**src/hw/arena_pkg.sv**
```systemverilog
// Screen geometry, keycodes and per-tank tables
// Mode, colour, scan and control types shared by the arena design
`default_nettype none

package arena_pkg;

    //------------------------------------------------------------
    // Screen geometry, one clock per pixel
    //------------------------------------------------------------
    localparam int H_ACTIVE     = 64;
    localparam int H_TOTAL      = 80;
    localparam int H_SYNC_START = 68;
    localparam int H_SYNC_END   = 74;

    localparam int V_ACTIVE     = 48;
    localparam int V_TOTAL      = 52;
    localparam int V_SYNC_START = 49;
    localparam int V_SYNC_END   = 51;

    localparam int COORD_W      = 7;

    // Tanks are solid squares
    localparam int N_TANKS      = 2;
    localparam int TANK_SIZE    = 8;
    localparam int X_MAX        = H_ACTIVE - TANK_SIZE;  // 56
    localparam int Y_MAX        = V_ACTIVE - TANK_SIZE;  // 40

    //------------------------------------------------------------
    // Types
    //------------------------------------------------------------
    typedef logic [7:0] keycode_t;

    typedef enum logic [1:0] {
        MODE_TITLE  = 2'd0,
        MODE_SELECT = 2'd1,
        MODE_PLAY   = 2'd2,
        MODE_OVER   = 2'd3
    } game_mode_t;

    typedef struct packed {
        logic [3:0] r;
        logic [3:0] g;
        logic [3:0] b;
    } rgb_t;

    typedef struct packed {
        logic [COORD_W-1:0] x;
        logic [COORD_W-1:0] y;
        logic               active;
        logic               hsync;   // Active low
        logic               vsync;   // Active low
    } scan_t;

    typedef struct packed {
        game_mode_t mode;
        logic [1:0] players;     // 1 or 2
        logic       tank_reset;
        logic       frame_tick;
    } ctrl_t;

    //------------------------------------------------------------
    // Keyboard usage codes
    //------------------------------------------------------------
    localparam keycode_t KEY_NONE    = 8'h00;
    localparam keycode_t KEY_SPACE   = 8'h2c;
    localparam keycode_t KEY_ENTER   = 8'h28;
    localparam keycode_t KEY_ENDGAME = 8'hff;
    localparam keycode_t KEY_RESTART = 8'h14;
    localparam keycode_t KEY_ONE     = 8'h1e;
    localparam keycode_t KEY_TWO     = 8'h1f;

    // Direction slots in TANK_KEYS
    localparam int DIR_UP    = 0;
    localparam int DIR_DOWN  = 1;
    localparam int DIR_LEFT  = 2;
    localparam int DIR_RIGHT = 3;

    // Tank 0 on W S A D, tank 1 on the arrow keys
    localparam keycode_t TANK_KEYS [N_TANKS][4] = '{
        '{8'h1a, 8'h16, 8'h04, 8'h07},
        '{8'h52, 8'h51, 8'h50, 8'h4f}
    };

    // Start x then y
    localparam logic [COORD_W-1:0] TANK_START [N_TANKS][2] = '{
        '{7'd8,  7'd32},
        '{7'd48, 7'd8}
    };

    localparam rgb_t TANK_COLOR [N_TANKS] = '{12'hf00, 12'h00f};

    // Background by mode: title, select, play, over
    localparam rgb_t MODE_BG [4] = '{12'h222, 12'h044, 12'h060, 12'h400};

endpackage

`default_nettype wire

```
**src/hw/raster_timing.sv**
```systemverilog
// Pixel and line counters for the 64x48 screen
// Registered scan word with sync and blank strobes, plus the frame tick
`timescale 1ns/1ps
`default_nettype none

module raster_timing (
    input  logic            Clk,
    input  logic            arst_n,
    output arena_pkg::scan_t scan,
    output logic            frame_tick
);
    import arena_pkg::*;

    logic [COORD_W-1:0] h_cnt;
    logic [COORD_W-1:0] v_cnt;
    logic               h_last;
    logic               v_last;

    assign h_last = (h_cnt == COORD_W'(H_TOTAL - 1));
    assign v_last = (v_cnt == COORD_W'(V_TOTAL - 1));

    //------------------------------------------------------------
    // Counters, advancing every clock
    //------------------------------------------------------------
    always_ff @(posedge Clk or negedge arst_n)
    begin
        if (!arst_n)
        begin
            h_cnt <= '0;
            v_cnt <= '0;
        end
        else
        begin
            h_cnt <= h_last ? '0 : h_cnt + 1'b1;
            if (h_last)
                v_cnt <= v_last ? '0 : v_cnt + 1'b1;
        end
    end

    // Scan word describes the previous counter value
    always_ff @(posedge Clk or negedge arst_n)
    begin
        if (!arst_n)
        begin
            scan       <= '{x: '0, y: '0, active: 1'b0, hsync: 1'b1, vsync: 1'b1};
            frame_tick <= 1'b0;
        end
        else
        begin
            scan.x      <= h_cnt;
            scan.y      <= v_cnt;
            scan.active <= (h_cnt < COORD_W'(H_ACTIVE)) && (v_cnt < COORD_W'(V_ACTIVE));
            scan.hsync  <= !((h_cnt >= COORD_W'(H_SYNC_START)) &&
                             (h_cnt <  COORD_W'(H_SYNC_END)));
            scan.vsync  <= !((v_cnt >= COORD_W'(V_SYNC_START)) &&
                             (v_cnt <  COORD_W'(V_SYNC_END)));
            frame_tick  <= (h_cnt == '0) && (v_cnt == COORD_W'(V_ACTIVE));  // End of visible area
        end
    end

endmodule

`default_nettype wire

```
**src/hw/game_mode_ctrl.sv**
```systemverilog
// Seven-state game mode FSM driven by the keyboard
// Player count register, one-cycle tank reset, frame tick forwarding
`timescale 1ns/1ps
`default_nettype none

module game_mode_ctrl (
    input  logic               Clk,
    input  logic               arst_n,
    input  arena_pkg::keycode_t keycode,
    input  logic               frame_tick,
    output arena_pkg::ctrl_t    ctrl
);
    import arena_pkg::*;

    typedef enum logic [2:0] {
        ST_TITLE,
        ST_TITLE_REL,
        ST_SELECT,
        ST_SELECT_REL,
        ST_GAME_RST,
        ST_GAME,
        ST_OVER
    } state_t;

    state_t     state;
    state_t     next_state;
    logic [1:0] players;
    logic       player_seen;    // Player key seen since reset or restart
    logic       confirm_key;
    game_mode_t mode;

    assign confirm_key = (keycode == KEY_SPACE) || (keycode == KEY_ENTER);

    //------------------------------------------------------------
    // Next state
    //------------------------------------------------------------
    always_comb
    begin
        next_state = state;
        case (state)
            ST_TITLE:      if (player_seen && confirm_key) next_state = ST_TITLE_REL;
            ST_TITLE_REL:  if (!confirm_key) next_state = ST_SELECT;
            ST_SELECT:     if (confirm_key) next_state = ST_SELECT_REL;
            ST_SELECT_REL: if (keycode == KEY_NONE) next_state = ST_GAME_RST;
            ST_GAME_RST:   next_state = ST_GAME;
            ST_GAME:       if (keycode == KEY_ENDGAME) next_state = ST_OVER;
            ST_OVER:       if (keycode == KEY_RESTART) next_state = ST_TITLE;
            default:       next_state = ST_TITLE;
        endcase
    end

    always_ff @(posedge Clk or negedge arst_n)
    begin
        if (!arst_n)
            state <= ST_TITLE;
        else
            state <= next_state;
    end

    // Player count is only picked on the title screen
    always_ff @(posedge Clk or negedge arst_n)
    begin
        if (!arst_n)
        begin
            players     <= 2'd1;
            player_seen <= 1'b0;
        end
        else if (state == ST_OVER && keycode == KEY_RESTART)
        begin
            players     <= 2'd1;
            player_seen <= 1'b0;
        end
        else if (state == ST_TITLE && (keycode == KEY_ONE || keycode == KEY_TWO))
        begin
            players     <= (keycode == KEY_TWO) ? 2'd2 : 2'd1;
            player_seen <= 1'b1;
        end
    end

    //------------------------------------------------------------
    // Outputs
    //------------------------------------------------------------
    always_comb
    begin
        case (state)
            ST_TITLE, ST_TITLE_REL:   mode = MODE_TITLE;
            ST_SELECT, ST_SELECT_REL: mode = MODE_SELECT;
            ST_GAME_RST, ST_GAME:     mode = MODE_PLAY;
            default:                  mode = MODE_OVER;
        endcase
    end

    always_comb
    begin
        ctrl.mode       = mode;
        ctrl.players    = players;
        ctrl.tank_reset = (state == ST_GAME_RST);
        ctrl.frame_tick = frame_tick;
    end

endmodule

`default_nettype wire

```
**src/hw/tank_unit.sv**
```systemverilog
// One tank: position register, key-driven stepping with clamping
// Registered per-pixel hit test against the tank square
`timescale 1ns/1ps
`default_nettype none

module tank_unit #(
    parameter int TANK_ID = 0
) (
    input  logic               Clk,
    input  logic               arst_n,
    input  arena_pkg::ctrl_t    ctrl,
    input  arena_pkg::keycode_t keycode,
    input  arena_pkg::scan_t    scan,
    output logic               hit,
    output arena_pkg::rgb_t     color
);
    import arena_pkg::*;

    logic [COORD_W-1:0] pos_x;
    logic [COORD_W-1:0] pos_y;
    logic               tank_active;
    logic               step_en;
    logic               in_x;
    logic               in_y;

    assign tank_active = (TANK_ID < int'(ctrl.players));
    assign step_en     = ctrl.frame_tick && (ctrl.mode == MODE_PLAY) && tank_active;

    //------------------------------------------------------------
    // Position, one pixel per frame in the key's direction
    //------------------------------------------------------------
    always_ff @(posedge Clk or negedge arst_n)
    begin
        if (!arst_n)
        begin
            pos_x <= TANK_START[TANK_ID][0];
            pos_y <= TANK_START[TANK_ID][1];
        end
        else if (ctrl.tank_reset)
        begin
            pos_x <= TANK_START[TANK_ID][0];
            pos_y <= TANK_START[TANK_ID][1];
        end
        else if (step_en)
        begin
            // Clamp at the arena edges
            if (keycode == TANK_KEYS[TANK_ID][DIR_UP] && pos_y != '0)
                pos_y <= pos_y - 1'b1;
            if (keycode == TANK_KEYS[TANK_ID][DIR_DOWN] && pos_y < COORD_W'(Y_MAX))
                pos_y <= pos_y + 1'b1;
            if (keycode == TANK_KEYS[TANK_ID][DIR_LEFT] && pos_x != '0)
                pos_x <= pos_x - 1'b1;
            if (keycode == TANK_KEYS[TANK_ID][DIR_RIGHT] && pos_x < COORD_W'(X_MAX))
                pos_x <= pos_x + 1'b1;
        end
    end

    // Square covers [pos, pos + TANK_SIZE) on both axes
    assign in_x = (scan.x >= pos_x) && (scan.x < pos_x + COORD_W'(TANK_SIZE));
    assign in_y = (scan.y >= pos_y) && (scan.y < pos_y + COORD_W'(TANK_SIZE));

    always_ff @(posedge Clk or negedge arst_n)
    begin
        if (!arst_n)
            hit <= 1'b0;
        else
            hit <= scan.active && (ctrl.mode == MODE_PLAY) && tank_active && in_x && in_y;
    end

    assign color = TANK_COLOR[TANK_ID];

endmodule

`default_nettype wire

```
**src/hw/pixel_mixer.sv**
```systemverilog
// Pixel mixer: lowest-index tank over the mode background
// Blanking and a two-stage sync delay to line up with rgb
`timescale 1ns/1ps
`default_nettype none

module pixel_mixer (
    input  logic                                Clk,
    input  logic                                arst_n,
    input  arena_pkg::scan_t                    scan,
    input  logic [arena_pkg::N_TANKS-1:0]       hit,
    input  arena_pkg::rgb_t [arena_pkg::N_TANKS-1:0] tank_color,
    input  arena_pkg::game_mode_t               mode,
    output arena_pkg::rgb_t                     rgb,
    output logic                                hsync,
    output logic                                vsync,
    output logic                                blank_n,
    output arena_pkg::game_mode_t               mode_out
);
    import arena_pkg::*;

    logic active_d;
    logic hsync_d;
    logic vsync_d;
    rgb_t pixel;

    //------------------------------------------------------------
    // Stage 1 matches the registered tank hits
    //------------------------------------------------------------
    always_ff @(posedge Clk or negedge arst_n)
    begin
        if (!arst_n)
        begin
            active_d <= 1'b0;
            hsync_d  <= 1'b1;
            vsync_d  <= 1'b1;
        end
        else
        begin
            active_d <= scan.active;
            hsync_d  <= scan.hsync;
            vsync_d  <= scan.vsync;
        end
    end

    // Walk down so tank 0 ends up on top
    always_comb
    begin
        pixel = MODE_BG[mode];
        for (int i = N_TANKS - 1; i >= 0; i--)
        begin
            if (hit[i])
                pixel = tank_color[i];
        end
    end

    // Stage 2, output register
    always_ff @(posedge Clk or negedge arst_n)
    begin
        if (!arst_n)
        begin
            rgb      <= '0;
            blank_n  <= 1'b0;
            hsync    <= 1'b1;
            vsync    <= 1'b1;
            mode_out <= MODE_TITLE;
        end
        else
        begin
            rgb      <= active_d ? pixel : '0;  // Black in blanking
            blank_n  <= active_d;
            hsync    <= hsync_d;
            vsync    <= vsync_d;
            mode_out <= mode;
        end
    end

endmodule

`default_nettype wire

```
**src/hw/tank_arena.sv**
```systemverilog
// Arena top level: mode FSM, raster timing, tank units and mixer
`timescale 1ns/1ps
`default_nettype none

module tank_arena (
    input  logic                  Clk,
    input  logic                  arst_n,
    input  arena_pkg::keycode_t    keycode,
    output arena_pkg::rgb_t        rgb,
    output logic                  hsync,
    output logic                  vsync,
    output logic                  blank_n,
    output arena_pkg::game_mode_t  mode
);
    import arena_pkg::*;

    scan_t                scan;
    logic                 frame_tick;
    ctrl_t                ctrl;
    logic [N_TANKS-1:0]   hit;
    rgb_t [N_TANKS-1:0]   tank_color;

    raster_timing u_timing (
        .Clk        (Clk),
        .arst_n     (arst_n),
        .scan       (scan),
        .frame_tick (frame_tick)
    );

    game_mode_ctrl u_mode (
        .Clk        (Clk),
        .arst_n     (arst_n),
        .keycode    (keycode),
        .frame_tick (frame_tick),
        .ctrl       (ctrl)
    );

    //------------------------------------------------------------
    // Tank units
    //------------------------------------------------------------
    for (genvar i = 0; i < N_TANKS; i++)
    begin : g_tank
        tank_unit #(.TANK_ID(i)) u_tank (
            .Clk     (Clk),
            .arst_n  (arst_n),
            .ctrl    (ctrl),
            .keycode (keycode),
            .scan    (scan),
            .hit     (hit[i]),
            .color   (tank_color[i])
        );
    end

    pixel_mixer u_mixer (
        .Clk        (Clk),
        .arst_n     (arst_n),
        .scan       (scan),
        .hit        (hit),
        .tank_color (tank_color),
        .mode       (ctrl.mode),
        .rgb        (rgb),
        .hsync      (hsync),
        .vsync      (vsync),
        .blank_n    (blank_n),
        .mode_out   (mode)
    );

endmodule

`default_nettype wire

```
**config.mk**
```make
export PLATFORM = sky130hd
export DESIGN_NAME = tank_arena
export DESIGN_NICKNAME = d
export VERILOG_FILES = /design/src/hw/arena_pkg.sv /design/src/hw/raster_timing.sv /design/src/hw/game_mode_ctrl.sv /design/src/hw/tank_unit.sv /design/src/hw/pixel_mixer.sv /design/src/hw/tank_arena.sv
export SDC_FILE = /design/constraint.sdc
export NUM_CORES = 1
export LEC_CHECK = 0
export ABC_CLOCK_PERIOD_IN_PS = 5780
export BUFFER_PORTS_ARGS = -buffer_cell sky130_fd_sc_hd__buf_2
export CAP_MARGIN = 20
export CORE_ASPECT_RATIO = 0.7
export CORE_UTILIZATION = 40
export CTS_CLUSTER_SIZE = 12
export DETAILED_ROUTE_END_ITERATION = 16
export PLACE_DENSITY_LB_ADDON = 0.05
export SYNTH_ARGS = -nofsm -noshare
export SYNTH_HDL_FRONTEND = slang
export SYNTH_SLANG_ARGS = --single-unit
```
**constraint.sdc**
```tcl
create_clock -name Clk -period 5.78 [get_ports Clk]
set_clock_uncertainty 0.2 [all_clocks]
set_input_delay 0.578 -clock Clk [delete_from_list [all_inputs] [get_ports Clk]]
set_output_delay 0.578 -clock Clk [all_outputs]
set_load 0.02 [all_outputs]
```
==> metrics.yaml, run 1 <==
die_w_um: 147
dp_hpwl_um: 10600
yosys-top-cells-area: "dfrtp_1, ha_1, dfstp_2"
rsz0062_at_grt: "false"
htreeDepth: 3
synth-async-reset-ratio_pct: 100
num_io_pins: 27
setup_viol: 0
root_buffer: "clkbuf_16"
fmax_mhz: 297
power_density_nw_per_um2: 301
via_per_inst: 5.49
layout.cells.non_filler: 824
layout.nets: 728
maxCapViolCount: 0
yosys_warnings: 0
grtUsageTotal_pct: 19.7
firstDrtPassIters: 4
critPathCaptureType: "register"
cts_tree: "yes"
start_util_pct: 41.6
synth_edf_count: 0
cts_max_path_buffers: 2
finalHoldViolations: 0
grt_pass1_wl_um: 23200
diodes: 0
grt_max_degree: 64
cp_data_required_time_ns: 5.76
portBuffers: 24
drive_above_1_share_pct: 11.0
numCtsBuffers: 9
fill_cells: 1392
drc: 0
ir_worst_vdd_mv: 0.136
p_leak_uw: 0.00296
yosys.cell_types.count: 74
syn_area_per_cell_sq_um: 9.72
fin_crit_ns: 3.37
grt_overflow: 0
gp_congestion: 0.805
wl_um: 13900
grt_pass1_vias: 4462
drt_iter0_markers: 181
synthFlopType: "dfrtp_1"
die_y_um: 103
critPathBufInv: 1
critPathMaxFanout: 8
cp_common_cell: "or2_2"
final_antenna_net_count: 0
worstPathCellList: "buf_2 > or4b_1 > or2_2 > or2_2 > ha_1 > nand2_1 > o21ai_0 > a31o_2 > mux2i_1 > a21oi_1"
cpPeakStageDelay_ns: 0.64
slew_headroom_pct: 31.4
status: "finished, final reports clean"
ys_seq_area_share_pct: 36.0
placedCellCount: 806
start_kind: "primary input"
core-area_sq_um: 14100
synth_top_cell_by_area: "dfrtp_1"
slew_violations: 0
worstSetupPathType: "in -> reg"
tightest_slew_ns: 1.02
cts_sinks: 84
ys_ff_latch: 84
vias: 4522
area_delta_synth_final_pct: 10.1
yosysMostFrequentCell: "ha_1"
netlist_instances: 605
drt-wirelength-per-cell_um: 16.8
rows: 36
cp_top_family: "simple AND/OR/NAND/NOR gates"
critPathSlowestCell: "or4b_1"
path_clk_slew_ns: 0.07
synth_commonest_cells: "ha_1, dfrtp_1, inv_1, nand2_1, nor2_1"
fin_total_pwr_uw: 1950
period_share_pct: 58.3
hp-class: "reg -> reg"
setup-tns-final_ns: 0
syn_area_sq_um: 5880
crit_arrival_ns: 3.36
dieArea_sq_um: 15200
synthDominantCellAreaShare_pct: 30.6
clock_latency_ns: 0.34
antenna_found_initial: 0
-- final timing paths --
path	from	end	slack, ns	cells after the start
max	keycode[5]	g_tank[0].u_tank.pos_y[6]$_DFFE_PN0P_	2.41	10
min	u_mixer.vsync_d$_DFF_PN1_	u_mixer.vsync$_DFF_PN1_	0.16	0
max reg2reg	g_tank[0].u_tank.pos_y[3]$_DFFE_PN0P_	g_tank[0].u_tank.pos_y[6]$_DFFE_PN0P_	2.54	10
min reg2reg	u_mixer.vsync_d$_DFF_PN1_	u_mixer.vsync$_DFF_PN1_	0.16	0
max in group asynchronous	arst_n	g_tank[0].u_tank.pos_y[3]$_DFFE_PN0P_	3.82	3
min in group asynchronous	arst_n	u_mixer.rgb[1]$_DFF_PN0_	0.47	2
-- routing by layer --
metal / vias to the layer above / global-route usage (%) / part of all wire (%)
li1: 2250 / - / -
met1: 2196 / 28.8 / 53
met2: 69 / 29.6 / 42
met3: 7 / 4.56 / 4.5
met4: 0 / 4.44 / 0.48
met5: - / 0 / 0
-- final cells by class --
type	instances	area (sq um)	share of cell area [%]
Clock buffer	12	256	3.96
Inverter	54	203	3.13
Multi-Input combinational cell	453	3490	53.8
Sequential cell	84	2120	32.7
Clock inverter	4	31.3	0.483
Tap cell	190	238	3.67
Timing Repair Buffer	27	145	2.24
-- power breakdown --
group	total, uW	switching, uW	internal (uW)	leakage, uW
Combinational	635	362	273	0.00176
Sequential	751	84.2	666	0.00106
Clock	564	246	318	0.000143
Total	1950	693	1260	0.00296
-- placed cells by master (no fill, tap or decap), types with 3 or more instances in the layout --
cell,instances
o31ai_1,6
o21a_1,10
fa_1,4
or4_1,4
clkbuf_16,9
nor2_1,38
o41ai_1,4
o211ai_1,6
ha_1,85
nand2b_1,13
o21ai_0,30
a21oi_1,28
or2_2,4
dfrtp_1,72
and3_1,5
and2_1,4
a21boi_0,4
or3_1,3
nand2_1,38
o22ai_1,3
nand3_1,20
xnor2_1,18
nor3_1,11
a211oi_1,7
dfstp_2,12
nor3b_1,3
nor2b_1,8
mux2i_1,7
a21o_1,11
a31oi_1,4
nor4_1,5
nand4_1,4
inv_1,54
buf_2,24
o32ai_1,5
xor2_1,8
o2111ai_1,5
-- repair_timing --
action                                 4_1_cts  5_1_grt
hold buffers                                 1        0
setup buffers                                0        0
resized for setup                            0        0
endpoints found under the hold margin       19        0
-- metrics by stage --
stage / hold slack (ns) / setup WS [ns] / cell area (sq um) / utilization [%]
after floorplan: 0.0824 / 2.51 / 5890 / -
after global placement: 0.148 / 2.11 / 6170 / 43.6
after detailed placement: 0.148 / 2.05 / 6170 / 43.6
after CTS: 0.159 / 2.41 / 6470 / 45.8
after global routing: 0.165 / 2.21 / 6480 / 45.8
final: 0.157 / 2.41 / 6480 / 45.8
-- registers in the layout, summed over array words and instances, names as in the netlist, 2 cells and up --
| register | count |
|---|---|
| g_tank.u_tank.pos_x | 14 |
| u_timing.v_cnt | 7 |
| u_mode.state | 3 |
| g_tank.u_tank.hit | 2 |
| u_timing.h_cnt | 7 |
| g_tank.u_tank.pos_y | 14 |
| u_mixer.mode_out | 2 |
| u_timing.scan | 17 |
| u_mixer.rgb | 8 |
| u_mode.players | 2 |
-- cell families after synthesis --
logic type / after synthesis / share of synthesized area, %
xor+xnor: 26 / 3.87
fa+ha+maj: 89 / 19.4
compound gates: 152 / 18.5
other cells: 1 / 0.0637
buf+inv: 69 / 4.83
flops: 84 / 36.0
simple gates: 176 / 15.9
mux: 8 / 1.38
-- worst register-to-register path: cells and delay by family, from the launching register on --
| kind | cells | cell delay, ns |
|---|---|---|
| buffers and inverters | 2 | 0.21 |
| adders and majority gates | 2 | 0.68 |
| AOI/OAI and AO/OA | 4 | 1.03 |
| and+or+nand+nor | 1 | 0.31 |
| DFF | 1 | 0.46 |
| muxes | 1 | 0.19 |
No activity file was read; power rests on OpenSTA's default activity.
==> inputs of run 2 (changes only) <==
--- a/config.mk
+++ b/config.mk
@@ -5,7 +5,8 @@
 export SDC_FILE = /design/constraint.sdc
 export NUM_CORES = 1
 export LEC_CHECK = 0
-export ABC_CLOCK_PERIOD_IN_PS = 5780
+export ABC_AREA = 1
+export ABC_CLOCK_PERIOD_IN_PS = 2800
 export BUFFER_PORTS_ARGS = -buffer_cell sky130_fd_sc_hd__buf_2
 export CAP_MARGIN = 20
 export CORE_ASPECT_RATIO = 0.7
==> constraint.sdc (replaced) <==
create_clock -name Clk -period 2.8 [get_ports Clk]
set_clock_uncertainty 0.2 [all_clocks]
set_input_delay 0.28 -clock Clk [delete_from_list [all_inputs] [get_ports Clk]]
set_output_delay 0.28 -clock Clk [all_outputs]
set_load 0.02 [all_outputs]
==> metrics.yaml, run 2 <==
clock_latency_ns: 0.35
worstSetupPathType: "reg -> reg"
firstDrtPassIters: 7
synth_top_cell_by_area: "dfrtp_1"
placedCellCount: 997
synth_commonest_cells: "nand2_1, inv_1, ha_1, dfrtp_1, nor2_1"
cp_data_required_time_ns: 2.87
antenna_found_initial: 0
cts_tree: "yes"
path_clk_slew_ns: 0.07
critPathMaxFanout: 8
critPathCaptureType: "register"
maxCapViolCount: 0
slew_violations: 0
synthDominantCellAreaShare_pct: 29.1
htreeDepth: 3
cts_sinks: 84
wl_met3_um: 530
start_kind: "register"
dieArea_sq_um: 16000
start_util_pct: 41.5
layout.nets: 913
largest_reg_flops: 17
drt-wirelength-per-cell_um: 14.0
num_io_pins: 27
slew_headroom_pct: 65.2
crit_start: "g_tank[0].u_tank.pos_x[3]$_DFFE_PN1P_"
syn_area_per_cell_sq_um: 7.96
setup-tns-final_ns: 0
synth_edf_count: 0
met1_length_um: 7740
rsz0062_at_grt: "false"
regMostFlops: "u_timing.scan"
drive_above_1_share_pct: 12.6
grt_max_degree: 50
yosysMostFrequentCell: "nand2_1"
finalHoldViolations: 0
final_antenna_net_count: 0
dp_hpwl_um: 11300
drt_iter0_markers: 307
die_y_um: 106
diodes: 0
cts_setup_buffers: 0
grt_overflow: 0
dr.max_layer_used: "met4"
netlist_instances: 777
portBuffers: 24
met2_length_um: 5820
drc: 0
wl_um: 14200
p_leak_uw: 0.00362
synthFlopType: "dfrtp_1"
cts_max_path_buffers: 2
layout_common_cells: "nand2_1, inv_1, ha_1"
fill_cells: 1469
vias: 5008
via_per_inst: 4.94
grtUsageTotal_pct: 19.2
status: "finished, final reports clean"
fmax_mhz: 397
area_delta_synth_final_pct: 11.8
numCtsBuffers: 9
cts_hold_buf: 1
fin_crit_ns: 2.52
yosys_warnings: 0
rows: 37
hp-start: "u_mixer.hsync_d$_DFF_PN1_"
syn_area_sq_um: 6180
setup_viol: 0
root_buffer: "clkbuf_16"
tightest_slew_ns: 0.522
hp-class: "reg -> reg"
final_common_cell: "nand2_1"
layout.cells.non_filler: 1014
post_cts_resize_count: 0
gp_congestion: 0.904
yosys-top-cells-area: "dfrtp_1, ha_1, nand2_1"
power_density_nw_per_um2: 707
worstReg2RegStart: "g_tank[0].u_tank.pos_x[3]$_DFFE_PN1P_"
synth-async-reset-ratio_pct: 100
period_share_pct: 90.0
ys_seq_area_share_pct: 34.2
grt_pass1_wl_um: 23600
grt_pass1_vias: 4710
top_regs: "u_timing.scan (17), g_tank.u_tank.pos_x (14), g_tank.u_tank.pos_y (14)"
die_w_um: 151
crit_arrival_ns: 2.59
yosys.cell_types.count: 38
core-area_sq_um: 14900
ir_worst_vdd_mv: 0.308
ys_ff_latch: 84
==> run 2: cell count changes in the layout (fill, tap and decap cells not counted), moves of 11 or more <==
cell | previous run | this run
nor2_1 | 38 | 66
a21o_1 | 11 | 0
a21oi_1 | 28 | 47
nand3_1 | 20 | 42
inv_1 | 54 | 107
nand2b_1 | 13 | 0
o21ai_1 | 2 | 23
nand2_1 | 38 | 177
==> run 2: cell families (layout without fill, tap and decap cells) <==
| logic type | count (synthesis) | count (layout) | share of synthesized area [%] |
|---|---|---|---|
| simple gates | 351 | 351 | 26.6 |
| buf+inv | 121 | 162 | 7.69 |
| compound gates | 108 | 108 | 9.69 |
| fa+ha+maj | 89 | 89 | 18.5 |
| flops | 84 | 84 | 34.2 |
| xor+xnor | 23 | 23 | 3.26 |
| other cells | 1 | 2 | 0.0606 |
==> run 2: path summary, 6_finish.rpt <==
check	end	cells past startpoint	slack, ns
setup reg to reg	g_tank[0].u_tank.pos_x[6]$_DFFE_PN0P_	15	0.28
setup / recovery	g_tank[0].u_tank.pos_x[6]$_DFFE_PN0P_	15	0.28
max in group asynchronous	u_timing.scan[0]$_DFF_PN1_	3	1.45
hold / removal	u_mixer.hsync$_DFF_PN1_	0	0.16
hold reg to reg	u_mixer.hsync$_DFF_PN1_	0	0.16
min in group asynchronous	g_tank[0].u_tank.pos_x[5]$_DFFE_PN0P_	2	0.24
==> run 2: layout make-up <==
| class | count | area, sq um | share of cell area [%] |
|---|---|---|---|
| clock inverter | 5 | 83.8 | 1.21 |
| inverter | 113 | 424 | 6.14 |
| timing repair buffer | 33 | 205 | 2.97 |
| sequential | 84 | 2120 | 30.6 |
| clock buffer | 11 | 243 | 3.51 |
| multi-input combinational | 573 | 3600 | 52.0 |
| tap | 195 | 244 | 3.53 |
==> run 2: critical path, cell delays in order (launching register included) <==
cell and delay (ns):
dfstp_2 0.61, ha_1 0.24, nand2_1 0.07, inv_1 0.06
nor2_1 0.04, nand3_2 0.09, inv_1 0.06, fa_1 0.45
nand3b_1 0.17, nand2_1 0.11, nand2_1 0.06, nand2_1 0.07
inv_1 0.04, nand2_1 0.04, nand2_1 0.05, o21ai_1 0.11
==> run 2: stage by stage <==
| step | util [%] | area [sq um] | total power [uW] | hold WS (ns) | setup WS, ns |
|---|---|---|---|---|---|
| 2_1_floorplan | - | 6190 | 3090 | -0.216 | 0.254 |
| 3_3_place_gp | 44.1 | 6580 | 3560 | 0.0845 | 0.353 |
| 3_5_place_dp | 44.1 | 6580 | 3590 | 0.0949 | 0.277 |
| 4_1_cts | 46.4 | 6910 | 4930 | 0.157 | 0.266 |
| 5_1_grt | 46.4 | 6910 | 5310 | 0.162 | 0.0161 |
| 6_report | 46.4 | 6910 | 4890 | 0.155 | 0.279 |
==> run 2: layer usage <==
layer  up-vias  GRT usage (%)
met4         0           5.43
met3        12           3.39
li1       2595              -
met5         -              0
met2        95           27.9
met1      2306           28.8
==> run 2: where the power goes <==
part           internal, uW  total [uW]  switching [uW]
clock                   809        1310             505
sequential             1400        1590             189
combinational           754        1980            1230
